[src/source/udp_loop_pkg.sv]
package udp_loop_pkg;

    // Field widths of the UDP frame as seen by the loopback core
    typedef logic [31:0] ip_addr_t;
    typedef logic [15:0] udp_port_t;
    typedef logic [15:0] udp_len_t;
    typedef logic [7:0]  ttl_t;

    // Payload stream, 64-bit beats with byte enables
    typedef logic [63:0] data_t;
    typedef logic [7:0]  keep_t;

    typedef logic [7:0]  led_t;

    // Configuration write port
    typedef logic [31:0] cfg_data_t;

    typedef enum logic [1:0] {
        CFG_LOCAL_IP    = 2'd0,
        CFG_LISTEN_PORT = 2'd1,
        CFG_TTL         = 2'd2
    } cfg_addr_e;

    // Per-frame decision of the port filter
    typedef enum logic [1:0] {
        IDLE,
        PASS,
        DROP
    } filter_state_e;

    // 192.168.1.128
    localparam ip_addr_t DEFAULT_LOCAL_IP = {8'd192, 8'd168, 8'd1, 8'd128};

    localparam udp_port_t DEFAULT_LISTEN_PORT = 16'd1234;

    localparam ttl_t DEFAULT_TTL = 8'd64;

endpackage

[src/source/loop_config.sv]
`timescale 1ns/1ps

module loop_config #(
    parameter udp_loop_pkg::ttl_t RESET_TTL = udp_loop_pkg::DEFAULT_TTL
) (
    input  logic                   clk,
    input  logic                   rst,

    // Write strobe
    input  logic                   cfg_we,
    input  udp_loop_pkg::cfg_addr_e cfg_addr,
    input  udp_loop_pkg::cfg_data_t cfg_wdata,

    // Current settings
    output udp_loop_pkg::ip_addr_t  local_ip,
    output udp_loop_pkg::udp_port_t listen_port,
    output udp_loop_pkg::ttl_t      ttl
);

    import udp_loop_pkg::*;

    // Each register takes the low bits of the write data
    always_ff @(posedge clk) begin
        if (rst) begin
            local_ip    <= DEFAULT_LOCAL_IP;
            listen_port <= DEFAULT_LISTEN_PORT;
            ttl         <= RESET_TTL;
        end else if (cfg_we) begin
            case (cfg_addr)
                CFG_LOCAL_IP: begin
                    local_ip <= cfg_wdata;
                end
                CFG_LISTEN_PORT: begin
                    listen_port <= cfg_wdata[15:0];
                end
                CFG_TTL: begin
                    ttl <= cfg_wdata[7:0];
                end
                default: begin
                    // Unmapped address, nothing to update
                end
            endcase
        end
    end

endmodule

[src/source/port_filter.sv]
`timescale 1ns/1ps

module port_filter (
    input  logic                    clk,
    input  logic                    rst,

    input  udp_loop_pkg::udp_port_t listen_port,

    // Received header
    input  logic                    rx_hdr_valid,
    output logic                    rx_hdr_ready,
    input  udp_loop_pkg::udp_port_t rx_dst_port,

    // Received payload
    input  logic                    rx_valid,
    output logic                    rx_ready,
    input  udp_loop_pkg::data_t     rx_data,
    input  udp_loop_pkg::keep_t     rx_keep,
    input  logic                    rx_last,

    // Header responder
    output logic                    hdr_load,
    input  logic                    hdr_busy,

    // Payload relay
    output logic                    relay_valid,
    input  logic                    relay_ready,
    output udp_loop_pkg::data_t     relay_data,
    output udp_loop_pkg::keep_t     relay_keep,
    output logic                    relay_last
);

    import udp_loop_pkg::*;

    filter_state_e state;
    filter_state_e state_next;

    logic hdr_xfer;
    logic port_match;
    logic last_xfer;

    // A new header is only taken once the previous response has left
    assign rx_hdr_ready = (state == IDLE) && !hdr_busy;
    assign hdr_xfer     = rx_hdr_valid && rx_hdr_ready;
    assign port_match   = (rx_dst_port == listen_port);
    assign hdr_load     = hdr_xfer && port_match;

    // Dropped frames are sunk at full rate
    always_comb begin
        case (state)
            PASS:    rx_ready = relay_ready;
            DROP:    rx_ready = 1'b1;
            default: rx_ready = 1'b0;
        endcase
    end

    assign last_xfer = rx_valid && rx_ready && rx_last;

    // Beats of a matching frame go straight to the output register
    assign relay_valid = (state == PASS) && rx_valid;
    assign relay_data  = rx_data;
    assign relay_keep  = rx_keep;
    assign relay_last  = rx_last;

    always_comb begin
        state_next = state;
        case (state)
            IDLE: begin
                if (hdr_xfer) begin
                    state_next = port_match ? PASS : DROP;
                end
            end
            PASS, DROP: begin
                if (last_xfer) begin
                    state_next = IDLE;
                end
            end
            default: begin
                state_next = IDLE;
            end
        endcase
    end

    always_ff @(posedge clk) begin
        if (rst) begin
            state <= IDLE;
        end else begin
            state <= state_next;
        end
    end

endmodule

[src/source/hdr_responder.sv]
`timescale 1ns/1ps

module hdr_responder (
    input  logic                    clk,
    input  logic                    rst,

    // Load request from the filter with the received header
    input  logic                    hdr_load,
    output logic                    hdr_busy,
    input  udp_loop_pkg::ip_addr_t  rx_src_ip,
    input  udp_loop_pkg::udp_port_t rx_src_port,
    input  udp_loop_pkg::udp_port_t rx_dst_port,
    input  udp_loop_pkg::udp_len_t  rx_length,

    // Configured values
    input  udp_loop_pkg::ip_addr_t  local_ip,
    input  udp_loop_pkg::ttl_t      ttl,

    // Response header
    output logic                    tx_hdr_valid,
    input  logic                    tx_hdr_ready,
    output udp_loop_pkg::ip_addr_t  tx_src_ip,
    output udp_loop_pkg::ip_addr_t  tx_dst_ip,
    output udp_loop_pkg::udp_port_t tx_src_port,
    output udp_loop_pkg::udp_port_t tx_dst_port,
    output udp_loop_pkg::udp_len_t  tx_length,
    output udp_loop_pkg::ttl_t      tx_ttl
);

    // Header is held until the sink takes it
    always_ff @(posedge clk) begin
        if (rst) begin
            tx_hdr_valid <= 1'b0;
        end else if (hdr_load) begin
            tx_hdr_valid <= 1'b1;
        end else if (tx_hdr_ready) begin
            tx_hdr_valid <= 1'b0;
        end
    end

    // Reply goes back to the sender, ports swapped
    always_ff @(posedge clk) begin
        if (hdr_load) begin
            tx_src_ip   <= local_ip;
            tx_dst_ip   <= rx_src_ip;
            tx_src_port <= rx_dst_port;
            tx_dst_port <= rx_src_port;
            tx_length   <= rx_length;
            tx_ttl      <= ttl;
        end
    end

    // Filter waits on this before taking the next header
    assign hdr_busy = tx_hdr_valid;

endmodule

[src/source/payload_relay.sv]
`timescale 1ns/1ps

module payload_relay (
    input  logic                clk,
    input  logic                rst,

    // Beats from the filter
    input  logic                relay_valid,
    output logic                relay_ready,
    input  udp_loop_pkg::data_t relay_data,
    input  udp_loop_pkg::keep_t relay_keep,
    input  logic                relay_last,

    // Looped payload
    output logic                tx_valid,
    input  logic                tx_ready,
    output udp_loop_pkg::data_t tx_data,
    output udp_loop_pkg::keep_t tx_keep,
    output logic                tx_last,

    output udp_loop_pkg::led_t  led
);

    logic beat_xfer;
    logic frame_start;

    // Register can take a beat when empty or when its beat leaves now
    assign relay_ready = !tx_valid || tx_ready;
    assign beat_xfer   = relay_valid && relay_ready;

    always_ff @(posedge clk) begin
        if (rst) begin
            tx_valid <= 1'b0;
        end else if (beat_xfer) begin
            tx_valid <= 1'b1;
        end else if (tx_ready) begin
            tx_valid <= 1'b0;
        end
    end

    always_ff @(posedge clk) begin
        if (beat_xfer) begin
            tx_data <= relay_data;
            tx_keep <= relay_keep;
            tx_last <= relay_last;
        end
    end

    // Next beat after a last beat opens a new frame
    always_ff @(posedge clk) begin
        if (rst) begin
            frame_start <= 1'b1;
        end else if (beat_xfer) begin
            frame_start <= relay_last;
        end
    end

    // First payload byte of each returned frame on the LEDs
    always_ff @(posedge clk) begin
        if (rst) begin
            led <= '0;
        end else if (beat_xfer && frame_start) begin
            led <= relay_data[7:0];
        end
    end

endmodule

[src/source/udp_loop_top.sv]
`timescale 1ns/1ps

module udp_loop_top #(
    parameter udp_loop_pkg::ttl_t RESET_TTL = udp_loop_pkg::DEFAULT_TTL
) (
    input  logic                    clk,
    input  logic                    rst,

    // Received UDP header
    input  logic                    rx_hdr_valid,
    output logic                    rx_hdr_ready,
    input  udp_loop_pkg::ip_addr_t  rx_src_ip,
    input  udp_loop_pkg::ip_addr_t  rx_dst_ip,
    input  udp_loop_pkg::udp_port_t rx_src_port,
    input  udp_loop_pkg::udp_port_t rx_dst_port,
    input  udp_loop_pkg::udp_len_t  rx_length,

    // Received payload
    input  logic                    rx_valid,
    output logic                    rx_ready,
    input  udp_loop_pkg::data_t     rx_data,
    input  udp_loop_pkg::keep_t     rx_keep,
    input  logic                    rx_last,

    // Configuration
    input  logic                    cfg_we,
    input  udp_loop_pkg::cfg_addr_e cfg_addr,
    input  udp_loop_pkg::cfg_data_t cfg_wdata,

    // Response header
    output logic                    tx_hdr_valid,
    input  logic                    tx_hdr_ready,
    output udp_loop_pkg::ip_addr_t  tx_src_ip,
    output udp_loop_pkg::ip_addr_t  tx_dst_ip,
    output udp_loop_pkg::udp_port_t tx_src_port,
    output udp_loop_pkg::udp_port_t tx_dst_port,
    output udp_loop_pkg::udp_len_t  tx_length,
    output udp_loop_pkg::ttl_t      tx_ttl,

    // Looped payload
    output logic                    tx_valid,
    input  logic                    tx_ready,
    output udp_loop_pkg::data_t     tx_data,
    output udp_loop_pkg::keep_t     tx_keep,
    output logic                    tx_last,

    output udp_loop_pkg::led_t      led
);

    import udp_loop_pkg::*;

    ip_addr_t  local_ip;
    udp_port_t listen_port;
    ttl_t      ttl;

    logic      hdr_load;
    logic      hdr_busy;

    logic      relay_valid;
    logic      relay_ready;
    data_t     relay_data;
    keep_t     relay_keep;
    logic      relay_last;

    loop_config #(
        .RESET_TTL(RESET_TTL)
    ) i_loop_config (
        .clk(clk),
        .rst(rst),
        .cfg_we(cfg_we),
        .cfg_addr(cfg_addr),
        .cfg_wdata(cfg_wdata),
        .local_ip(local_ip),
        .listen_port(listen_port),
        .ttl(ttl)
    );

    port_filter i_port_filter (
        .clk(clk),
        .rst(rst),
        .listen_port(listen_port),
        .rx_hdr_valid(rx_hdr_valid),
        .rx_hdr_ready(rx_hdr_ready),
        .rx_dst_port(rx_dst_port),
        .rx_valid(rx_valid),
        .rx_ready(rx_ready),
        .rx_data(rx_data),
        .rx_keep(rx_keep),
        .rx_last(rx_last),
        .hdr_load(hdr_load),
        .hdr_busy(hdr_busy),
        .relay_valid(relay_valid),
        .relay_ready(relay_ready),
        .relay_data(relay_data),
        .relay_keep(relay_keep),
        .relay_last(relay_last)
    );

    hdr_responder i_hdr_responder (
        .clk(clk),
        .rst(rst),
        .hdr_load(hdr_load),
        .hdr_busy(hdr_busy),
        .rx_src_ip(rx_src_ip),
        .rx_src_port(rx_src_port),
        .rx_dst_port(rx_dst_port),
        .rx_length(rx_length),
        .local_ip(local_ip),
        .ttl(ttl),
        .tx_hdr_valid(tx_hdr_valid),
        .tx_hdr_ready(tx_hdr_ready),
        .tx_src_ip(tx_src_ip),
        .tx_dst_ip(tx_dst_ip),
        .tx_src_port(tx_src_port),
        .tx_dst_port(tx_dst_port),
        .tx_length(tx_length),
        .tx_ttl(tx_ttl)
    );

    payload_relay i_payload_relay (
        .clk(clk),
        .rst(rst),
        .relay_valid(relay_valid),
        .relay_ready(relay_ready),
        .relay_data(relay_data),
        .relay_keep(relay_keep),
        .relay_last(relay_last),
        .tx_valid(tx_valid),
        .tx_ready(tx_ready),
        .tx_data(tx_data),
        .tx_keep(tx_keep),
        .tx_last(tx_last),
        .led(led)
    );

endmodule

[config.mk]
export PLATFORM = sky130hd
export DESIGN_NAME = udp_loop_top
export DESIGN_NICKNAME = d
export VERILOG_FILES = /design/src/source/udp_loop_pkg.sv /design/src/source/loop_config.sv /design/src/source/port_filter.sv /design/src/source/hdr_responder.sv /design/src/source/payload_relay.sv /design/src/source/udp_loop_top.sv
export SDC_FILE = /design/constraint.sdc
export NUM_CORES = 1
export LEC_CHECK = 0
export BUFFER_PORTS_ARGS = -buffer_cell sky130_fd_sc_hd__buf_4
export CORE_AREA = 4 4 166 168
export DETAILED_ROUTE_END_ITERATION = 10
export DIE_AREA = 0 0 170 172
export PLACE_DENSITY = 0.7
export SLEW_MARGIN = 20
export SYNTH_ARGS = -nofsm -noshare
export SYNTH_HDL_FRONTEND = slang
export SYNTH_SLANG_ARGS = --single-unit
[constraint.sdc]
create_clock -name clk -period 12.7 [get_ports clk]
set_input_delay 1.27 -clock clk [delete_from_list [all_inputs] [get_ports clk]]
set_output_delay 1.27 -clock clk [all_outputs]
set_load 0.05 [all_outputs]
Yosys cells after proc, flatten, opt, wreduce, memory -nomap -nowiden
Cells that the tools add are included.
{"block": "classes", "n_eq_ne": 7, "n_mux": 9, "n_reduce_logical": 20}
{"op": "equality test 16 bit", "count": 1}
{"op": "logical AND 1 bit", "count": 8}
{"op": "AND reduction 2 bit", "count": 4}
{"op": "two-way mux 2 bit", "count": 3}
{"op": "equality test 2 x 1 -> 1 bit, second input constant", "count": 2}
{"op": "equality test 2 bit, second input constant", "count": 2}
{"op": "zero test 2 bit", "count": 2}
{"op": "two-way mux 1 bit", "count": 4}
{"op": "!= test 2 x 1 -> 1 bit, second input constant", "count": 2}
{"op": "case mux 2 bit (2 select lines)", "count": 1}
{"op": "nonzero test 2 bit", "count": 2}
{"op": "zero test 1 bit", "count": 2}
{"op": "case mux 1 bit (2 select lines)", "count": 1}
{"op": "OR reduction 2 bit", "count": 1}
{"op": "logical OR 1 bit", "count": 1}
{"block": "totals", "register_bits": 262, "input_bits": 226, "output_inout_bits": 205, "word_cells": 53}

Longest topological paths before layout
Gate-level depths: netlist (run 1).
{"block": "depth", "word_depth": 7, "ltp_mapped": 5, "ltp_nobuf": 5}

Modules after synthesis
From an unflattened synthesis (run 1), not the netlist that was laid out.
{"block": "hier_totals", "hier_cells": 591, "hier_area_um2": 9595.5}
{"mod": "hdr_responder", "instances": 1, "cells_per_inst": 125, "area_each_um2": 3649.8, "seq_area_each_um2": 3623.5}
{"mod": "payload_relay", "instances": 1, "cells_per_inst": 118, "area_each_um2": 2651.3, "seq_area_each_um2": 2392.3}
{"mod": "loop_config", "instances": 1, "cells_per_inst": 227, "area_each_um2": 2379.8, "seq_area_each_um2": 1121.1}
{"mod": "port_filter", "instances": 1, "cells_per_inst": 121, "area_each_um2": 914.6, "seq_area_each_um2": 40.0}

Least setup slack after synthesis (run 1)
Ideal clock, no wire load.
{"block": "synth_path", "kind": "input to register", "from": "input rx_dst_port[15]", "to": "register i_hdr_responder.tx_dst_ip[0], enable pin", "setup_ns": 0.746, "arrival_ns": 10.061, "required_ns": 11.954, "setup_slack_ns": 1.893, "path_stages": 4, "path_buffers": 0, "cell_sequence": "xor2_1 -> nor4_1 -> nand4_1 -> nor3_1"}
{"block": "synth_via", "elab_chain_len": 2}
{"item": "start, declared", "line": "udp_loop_top.sv:15", "source": "input udp_loop_pkg::udp_port_t rx_dst_port,"}
{"item": "equality test 16 bit", "line": "port_filter.sv:45", "source": "assign port_match = (rx_dst_port == listen_port);"}
{"item": "logical AND 1 bit", "line": "port_filter.sv:46", "source": "assign hdr_load = hdr_xfer && port_match;"}
{"item": "via hdr_load", "line": "udp_loop_top.sv:56", "source": "logic hdr_load;"}
{"item": "end signal, assigned", "line": "hdr_responder.sv:45", "source": "tx_dst_ip <= rx_src_ip;"}
{"item": "end, declared", "line": "hdr_responder.sv:23", "source": "output udp_loop_pkg::ip_addr_t tx_dst_ip,"}
The timed path passes the listed nets, and every way through them passes these cells.
A chain may end at the register's enable or synchronous reset.

Final worst setup path (run 1)
{"block": "layout_path", "from": "input rx_dst_port[11]", "to": "register i_hdr_responder.tx_dst_port[7], enable pin"}
{"block": "layout_via", "elab_chain_len": 2}
{"item": "equality test 16 bit", "line": "port_filter.sv:45"}
{"item": "logical AND 1 bit", "line": "port_filter.sv:46"}
{"item": "via hdr_load", "line": "udp_loop_top.sv:56"}
{"item": "end signal, assigned", "line": "hdr_responder.sv:47", "source": "tx_dst_port <= rx_src_port;"}
{"item": "end, declared", "line": "hdr_responder.sv:25", "source": "output udp_loop_pkg::udp_port_t tx_dst_port,"}
The timed path passes the listed nets, and every way through them passes these cells.

==> results.yml, run 1 <==
run_status:
  run_status: "complete, no violations"
synthesis:
  synth.distinct_cells: 33
  synth_top_cell_area_share_pct: 67.9
  synth_top_family_by_area: "simple AND/OR/NAND/NOR gates"
  synth-simple-area-share_pct: 7.52
  synth_xor_area_share_pct: 1.64
  syn_area_um2: 8540
  synth_area_per_cell_um2: 16.6
  yosysWarningCount: 0
  ys_seq_elements: 262
  synth.area.top_cells: "edfxtp_1 (68%), dfxtp_1 (16%), nand2_1 (4.4%), a21oi_1 (2.3%), mux2i_1 (2.0%)"
  synth_compound_gate_area_share_pct: 2.95
  yosys.area.top_type: "edfxtp_1"
  syn_inst: 514
  synth_seq_area_share_pct: 84.1
  synth_mux_area_share_pct: 1.99
  synth_nets: 743
  synthAdderAreaFrac_pct: 0.440
cells_and_area:
  final_area_um2: 12800
  fin_util_pct: 49.4
  diodes: 0
  drive_above_1_share_pct: 47.6
  finalNetCount: 1159
  synthToLayoutAreaGrowth_pct: 49.9
  final-instance-count-excl-fill: 1287
  nFillCells: 2267
power:
  total_power_mw: 1.81
  power.share.combinational_pct: 5.5
  switching_share_pct: 20.7
  internal_power_mw: 1.43
  p_leak_nw: 5.27
  peakVddDrop_mv: 0.0970
  pwr_density_cell_nw_per_um2: 141
  clockPowerShare_pct: 43.2
  power_frac_seq_pct: 51.3
  switchingPower_mw: 0.375
clocking:
  cts-htree-levels: 1
  cts_resized: 0
  clock_latency_ps: 540
  cts.clk_slew.worst_paths_ps: 60
  clock-sinks: 262
  cts_tree: "yes"
  cts_buffers: 28
  post_cts_buffers: 0
  hold_buffers: 0
  clk_path_buf_depth: 3
  ctsRootBufferMaster: "clkbuf_16"
setup_path:
  slowest_delay_ps: 850
  cp_common_cell: "buf_4"
  worstPathMaxFanout: 80
  path_class: "in -> reg"
  endpoint_kind: "flop"
  cpMaxStageDelayCell: "buf_4"
  cp-start-kind: "primary input"
  path_buf_inv: 3
  critPathTopFamily: "buffers and inverters"
  crit_chain: "buf_4, xor2_1, nor4_1, nand4_1, nor3_2, buf_4, buf_4"
  cp.arrival_ps: 3910
  critPathRequiredTime_ps: 12860
worst_hold_path:
  hp-class: "reg -> reg"
floorplanning:
  io_pins: 431
  fp.dieH_um: 172
  core-area_um2: 25900
  die_w_um: 170
  start_util_pct: 32.9
  die_area_um2: 29200
  rows: 59
place:
  dpl_cell_area_um2: 11900
  io_buffers: 398
  dp_slack_ps: 8270
  gp_congestion: 0.816
  place_inst: 1235
  hpwl_mm: 19.6
global_route:
  overflow: 0
  grt_pass1_vias: 5734
  track_usage_pct: 16.3
  grt_pass1_wl_mm: 35.8
  grt_max_degree: 81
  antenna_found_initial: 2
route:
  top_layer: "met5"
  drt_first_pass_iters: 4
  wire_per_inst_um: 20.1
  drtIter0Drc: 257
  wl_mm: 25.8
  route.met3.wl_mm: 2.33
  ant_nets: 0
  post-route-drc-count: 0
  m1WireLength_mm: 9.54
  num_vias: 5743
  avgViaCountPerCell: 4.46
  dr_wl_met2_mm: 13.4
timing:
  finalSetupViolations: 0
  slew_headroom_pct: 30.4
  fin_tns_setup_ps: 0
  final.setup_skew_ps: 25.9
  rsz0062_at_grt: "false"
  slew_violations: 0
  layout_setup_ws_ps: 8950
  period_share_pct: 29.5
  hold_viol: 0
  period_minus_slack_ps: 3750
  fmax_mhz: 267
  worst_slew_pin_slew_ps: 1040
  holdWs_ps: 428
flow_run:
  max-cap-violations: 0
cell type report:
class / count / area (µm²) / area share (%)
inverters: 5 / 18.8 / 0.147
clock inverters: 16 / 119 / 0.929
multi-input cells: 229 / 1250 / 9.78
repair buffers: 404 / 3030 / 23.7
clock buffers: 36 / 782 / 6.11
flip-flops and latches: 262 / 7180 / 56.1
well taps: 335 / 419 / 3.27
layer usage:
metal,global-route usage (%),vias up
met5,0,-
met4,3.99,4
met3,5.05,40
met2,29.4,244
met1,19.2,2766
li1,-,2689
power by group through the flow:
| stage | logic [mW] | registers [mW] | clock network, mW |
|---|---|---|---|
| detailed placement | 0.0996 | 0.947 | 0 |
| global placement | 0.0962 | 0.946 | 0 |
| CTS | 0.100 | 0.928 | 0.807 |
| global route | 0.109 | 0.929 | 0.844 |
| finish | 0.0989 | 0.928 | 0.781 |
| floorplan | 0.0386 | 0.946 | 0 |
registers in the layout (all words and copies together) (netlist names), 2 cells and up:
name                         count
i_loop_config.local_ip          32
i_hdr_responder.tx_src_port     16
i_hdr_responder.tx_dst_ip       32
i_loop_config.listen_port       16
i_hdr_responder.tx_src_ip       32
i_hdr_responder.tx_length       16
i_port_filter.state              2
i_payload_relay.led              8
i_hdr_responder.tx_dst_port     16
i_loop_config.ttl                8
i_payload_relay.tx_data         64
i_payload_relay.tx_keep          8
i_hdr_responder.tx_ttl           8
cells in the mapped netlist:
master and instances:
a211o_1 1, a211oi_1 1, a21o_1 1, a21oi_1 39
a22o_1 1, a32o_1 1, and3b_1 1, buf_1 1
buf_2 7, buf_6 3, clkbuf_1 6, clkbuf_2 1
dfxtp_1 69, edfxtp_1 193, ha_1 3, inv_1 5
mux2i_1 17, nand2_1 101, nand2b_4 2, nand3_1 13
nand3b_1 2, nand4_1 1, nand4_2 1, nor2_1 17
nor2b_1 1, nor3_1 1, nor3b_2 1, nor4_1 4
o21ai_0 1, o32ai_1 1, or3_1 1, or3b_1 1
xor2_1 16
cell families after synthesis:
logic type / Yosys count
AO/OA/AOI/OAI: 46
XOR/XNOR: 16
adder cells (fa/ha/maj): 3
buffers and inverters: 23
flip-flops: 262
multiplexers: 17
AND/OR/NAND/NOR: 147
placed cells by master (no fill, tap or decap), types with 5 or more instances in the layout:
cell / count
clkinv_1: 5
nand2_1: 101
edfxtp_1: 193
nand3_1: 13
clkinv_2: 5
a21oi_1: 39
buf_4: 404
clkbuf_16: 29
dfxtp_1: 69
nor2_1: 17
mux2i_1: 17
xor2_1: 16
worst register-to-register path: stages (launching register included):
cell     delay (ps)
dfxtp_1         320
xor2_1          160
nor4_1          490
nand4_1         380
nor3_2          280
buf_4           310
buf_4           860
final timing paths:
check | startpoint | depth (start not counted) | slack (ps) | to
setup / recovery | rx_dst_port[11] | 7 | 8950 | i_hdr_responder.tx_dst_port[7]
hold / removal | i_loop_config.local_ip[6] | 0 | 430 | i_hdr_responder.tx_src_ip[6]
setup reg to reg | i_loop_config.listen_port[11] | 6 | 9450 | i_hdr_responder.tx_dst_port[7]
hold reg to reg | i_loop_config.local_ip[6] | 0 | 430 | i_hdr_responder.tx_src_ip[6]
No activity file was read; power rests on OpenSTA's default activity.
==> run 2, diff against run 1 <==
PLACE_DENSITY = 0.72   (was 0.7)
clock period = 3.23 ns   (was 12.7 ns; I/O delays follow)
==> run 2 against run 1 <==
Cell count rose by 12%. Worst hold slack got worse by 400 ps. Clock skew fell by 17 ps. Clock power rose to 4.0 times the previous value. Highest routed layer is now met4. Largest power group unchanged.
==> results.yml, run 2 (same netlist as run 1, synthesis figures left out) <==
floorplanning:
  fp.dieH_um: 172
  rows: 59
  io_pins: 431
  core-area_um2: 25900
  die_w_um: 170
  die_area_um2: 29200
  start_util_pct: 32.9
clocking:
  cts-htree-levels: 1
  clk_path_buf_depth: 3
  cts.clk_slew.worst_paths_ps: 60
  cts_tree: "yes"
  cts_buffers: 28
  clock_latency_ps: 530
  clock-sinks: 262
  ctsRootBufferMaster: "clkbuf_16"
flow_run:
  max-cap-violations: 0
place:
  dpl_cell_area_um2: 12000
  io_buffers: 398
  gp_congestion: 0.804
  hpwl_mm: 19.6
timing:
  slew_headroom_pct: 47.2
  hold_viol: 0
  holdWs_ps: 29.6
  finalSetupViolations: 0
  worst_slew_pin_slew_ps: 790
  period_share_pct: 84.3
  slew_violations: 0
  period_minus_slack_ps: 2720
  rsz0062_at_grt: "false"
  fmax_mhz: 367
  final.setup_skew_ps: 9.33
cells_and_area:
  fin_util_pct: 55.8
  multi_input_area_um2: 1260
  nFillCells: 2016
  drive_above_1_share_pct: 40.6
  synthToLayoutAreaGrowth_pct: 69.4
  largest_register: "i_payload_relay.tx_data"
  finalNetCount: 1318
  seq_area_um2: 7180
  largest_reg_flops: 64
  diodes: 0
  final_cell_mix: "buf_4 (401), edfxtp_1 (193), dlygate4sd3_1 (158)"
  final_common_cell: "buf_4"
  final_area_um2: 14500
route:
  wire_per_inst_um: 20.2
  avgViaCountPerCell: 4.46
  drtIter0Drc: 430
  num_vias: 6444
  drt_first_pass_iters: 4
  post-route-drc-count: 0
  wl_mm: 29.3
  ant_nets: 0
power:
  p_leak_nw: 5.95
  total_power_mw: 7.35
  pwr_density_cell_nw_per_um2: 509
  peakVddDrop_mv: 0.416
setup_path:
  rr_startpoint: "i_loop_config.listen_port[11]"
  endpoint_kind: "flop"
  startpoint: "rx_dst_port[11]"
  path_class: "in -> reg"
  cp.arrival_ps: 2930
  worstPathMaxFanout: 49
  cp-start-kind: "primary input"
  critPathRequiredTime_ps: 3440
global_route:
  grt_pass1_wl_mm: 41.6
  grt_max_degree: 57
  track_usage_pct: 18.8
  antenna_found_initial: 0
  grt_pass1_vias: 6732
  overflow: 0
worst_hold_path:
  hp-start: "cfg_wdata[10]"
  hp-class: "in -> reg"
run_status:
  run_status: "complete, no violations"
## run 2: changes by cell type in the layout (fill, tap and decap cells not counted), sizes merged
cell / delta
buf: +1
dlygate4sd3: +158
clkinvlp: -2
clkbuf: +3
inv: -1
## run 2: metal layers
layer  vias to the layer above  track usage (%)  routed length, µm
met5                         -                0                  0
met2                       313             32.8              14500
met3                        78             5.01               2510
met4                         0             9.31               1600
met1                      3047             21.5              10700
li1                       3006                -                  -
## run 2: cell type report
cell class	count	share of cell area, %
multi-input cells	229	8.70
clock inverters	13	0.692
well taps	335	2.90
repair buffers	563	32.3
inverters	5	0.130
clock buffers	39	5.63
flip-flops and latches	262	49.6
## run 2: power by group
group | total (mW) | switching, mW | internal [mW]
Sequential | 3.65 | 0.0163 | 3.63
Clock | 3.13 | 1.29 | 1.84
Combinational | 0.571 | 0.231 | 0.340
## run 2: timing repair
action                                 in CTS  in global routing
buffers inserted                            0                  0
endpoints found under the hold margin     158                  0
resized for setup                           0                  0
hold buffers                              158                  0
## run 2: worst paths after layout
path,to,slack (ps),depth (start not counted)
setup / recovery,i_hdr_responder.tx_dst_ip[11],510,7
setup reg to reg,i_hdr_responder.tx_dst_ip[11],700,5
hold / removal,i_loop_config.listen_port[10],30,3
hold reg to reg,i_hdr_responder.tx_src_ip[12],430,0
## run 2: critical path: stages
cell and delay [ps]:
dlygate4sd3_1 580, buf_4 160, xor2_1 140, nor4_1 500
nand4_1 380, nor3_4 490, buf_12 330
## run 2: through the flow
| step | std cells | setup slack [ps] | TNS (ps) |
|---|---|---|---|
| after floorplan | 514 | -1040 | -124230 |
| after global placement | 1236 | 564 | 0 |
| after detailed placement | 1236 | 502 | 0 |
| after CTS | 1446 | 476 | 0 |
| after global routing | 1446 | 410 | 0 |
| final | 1446 | 507 | 0 |
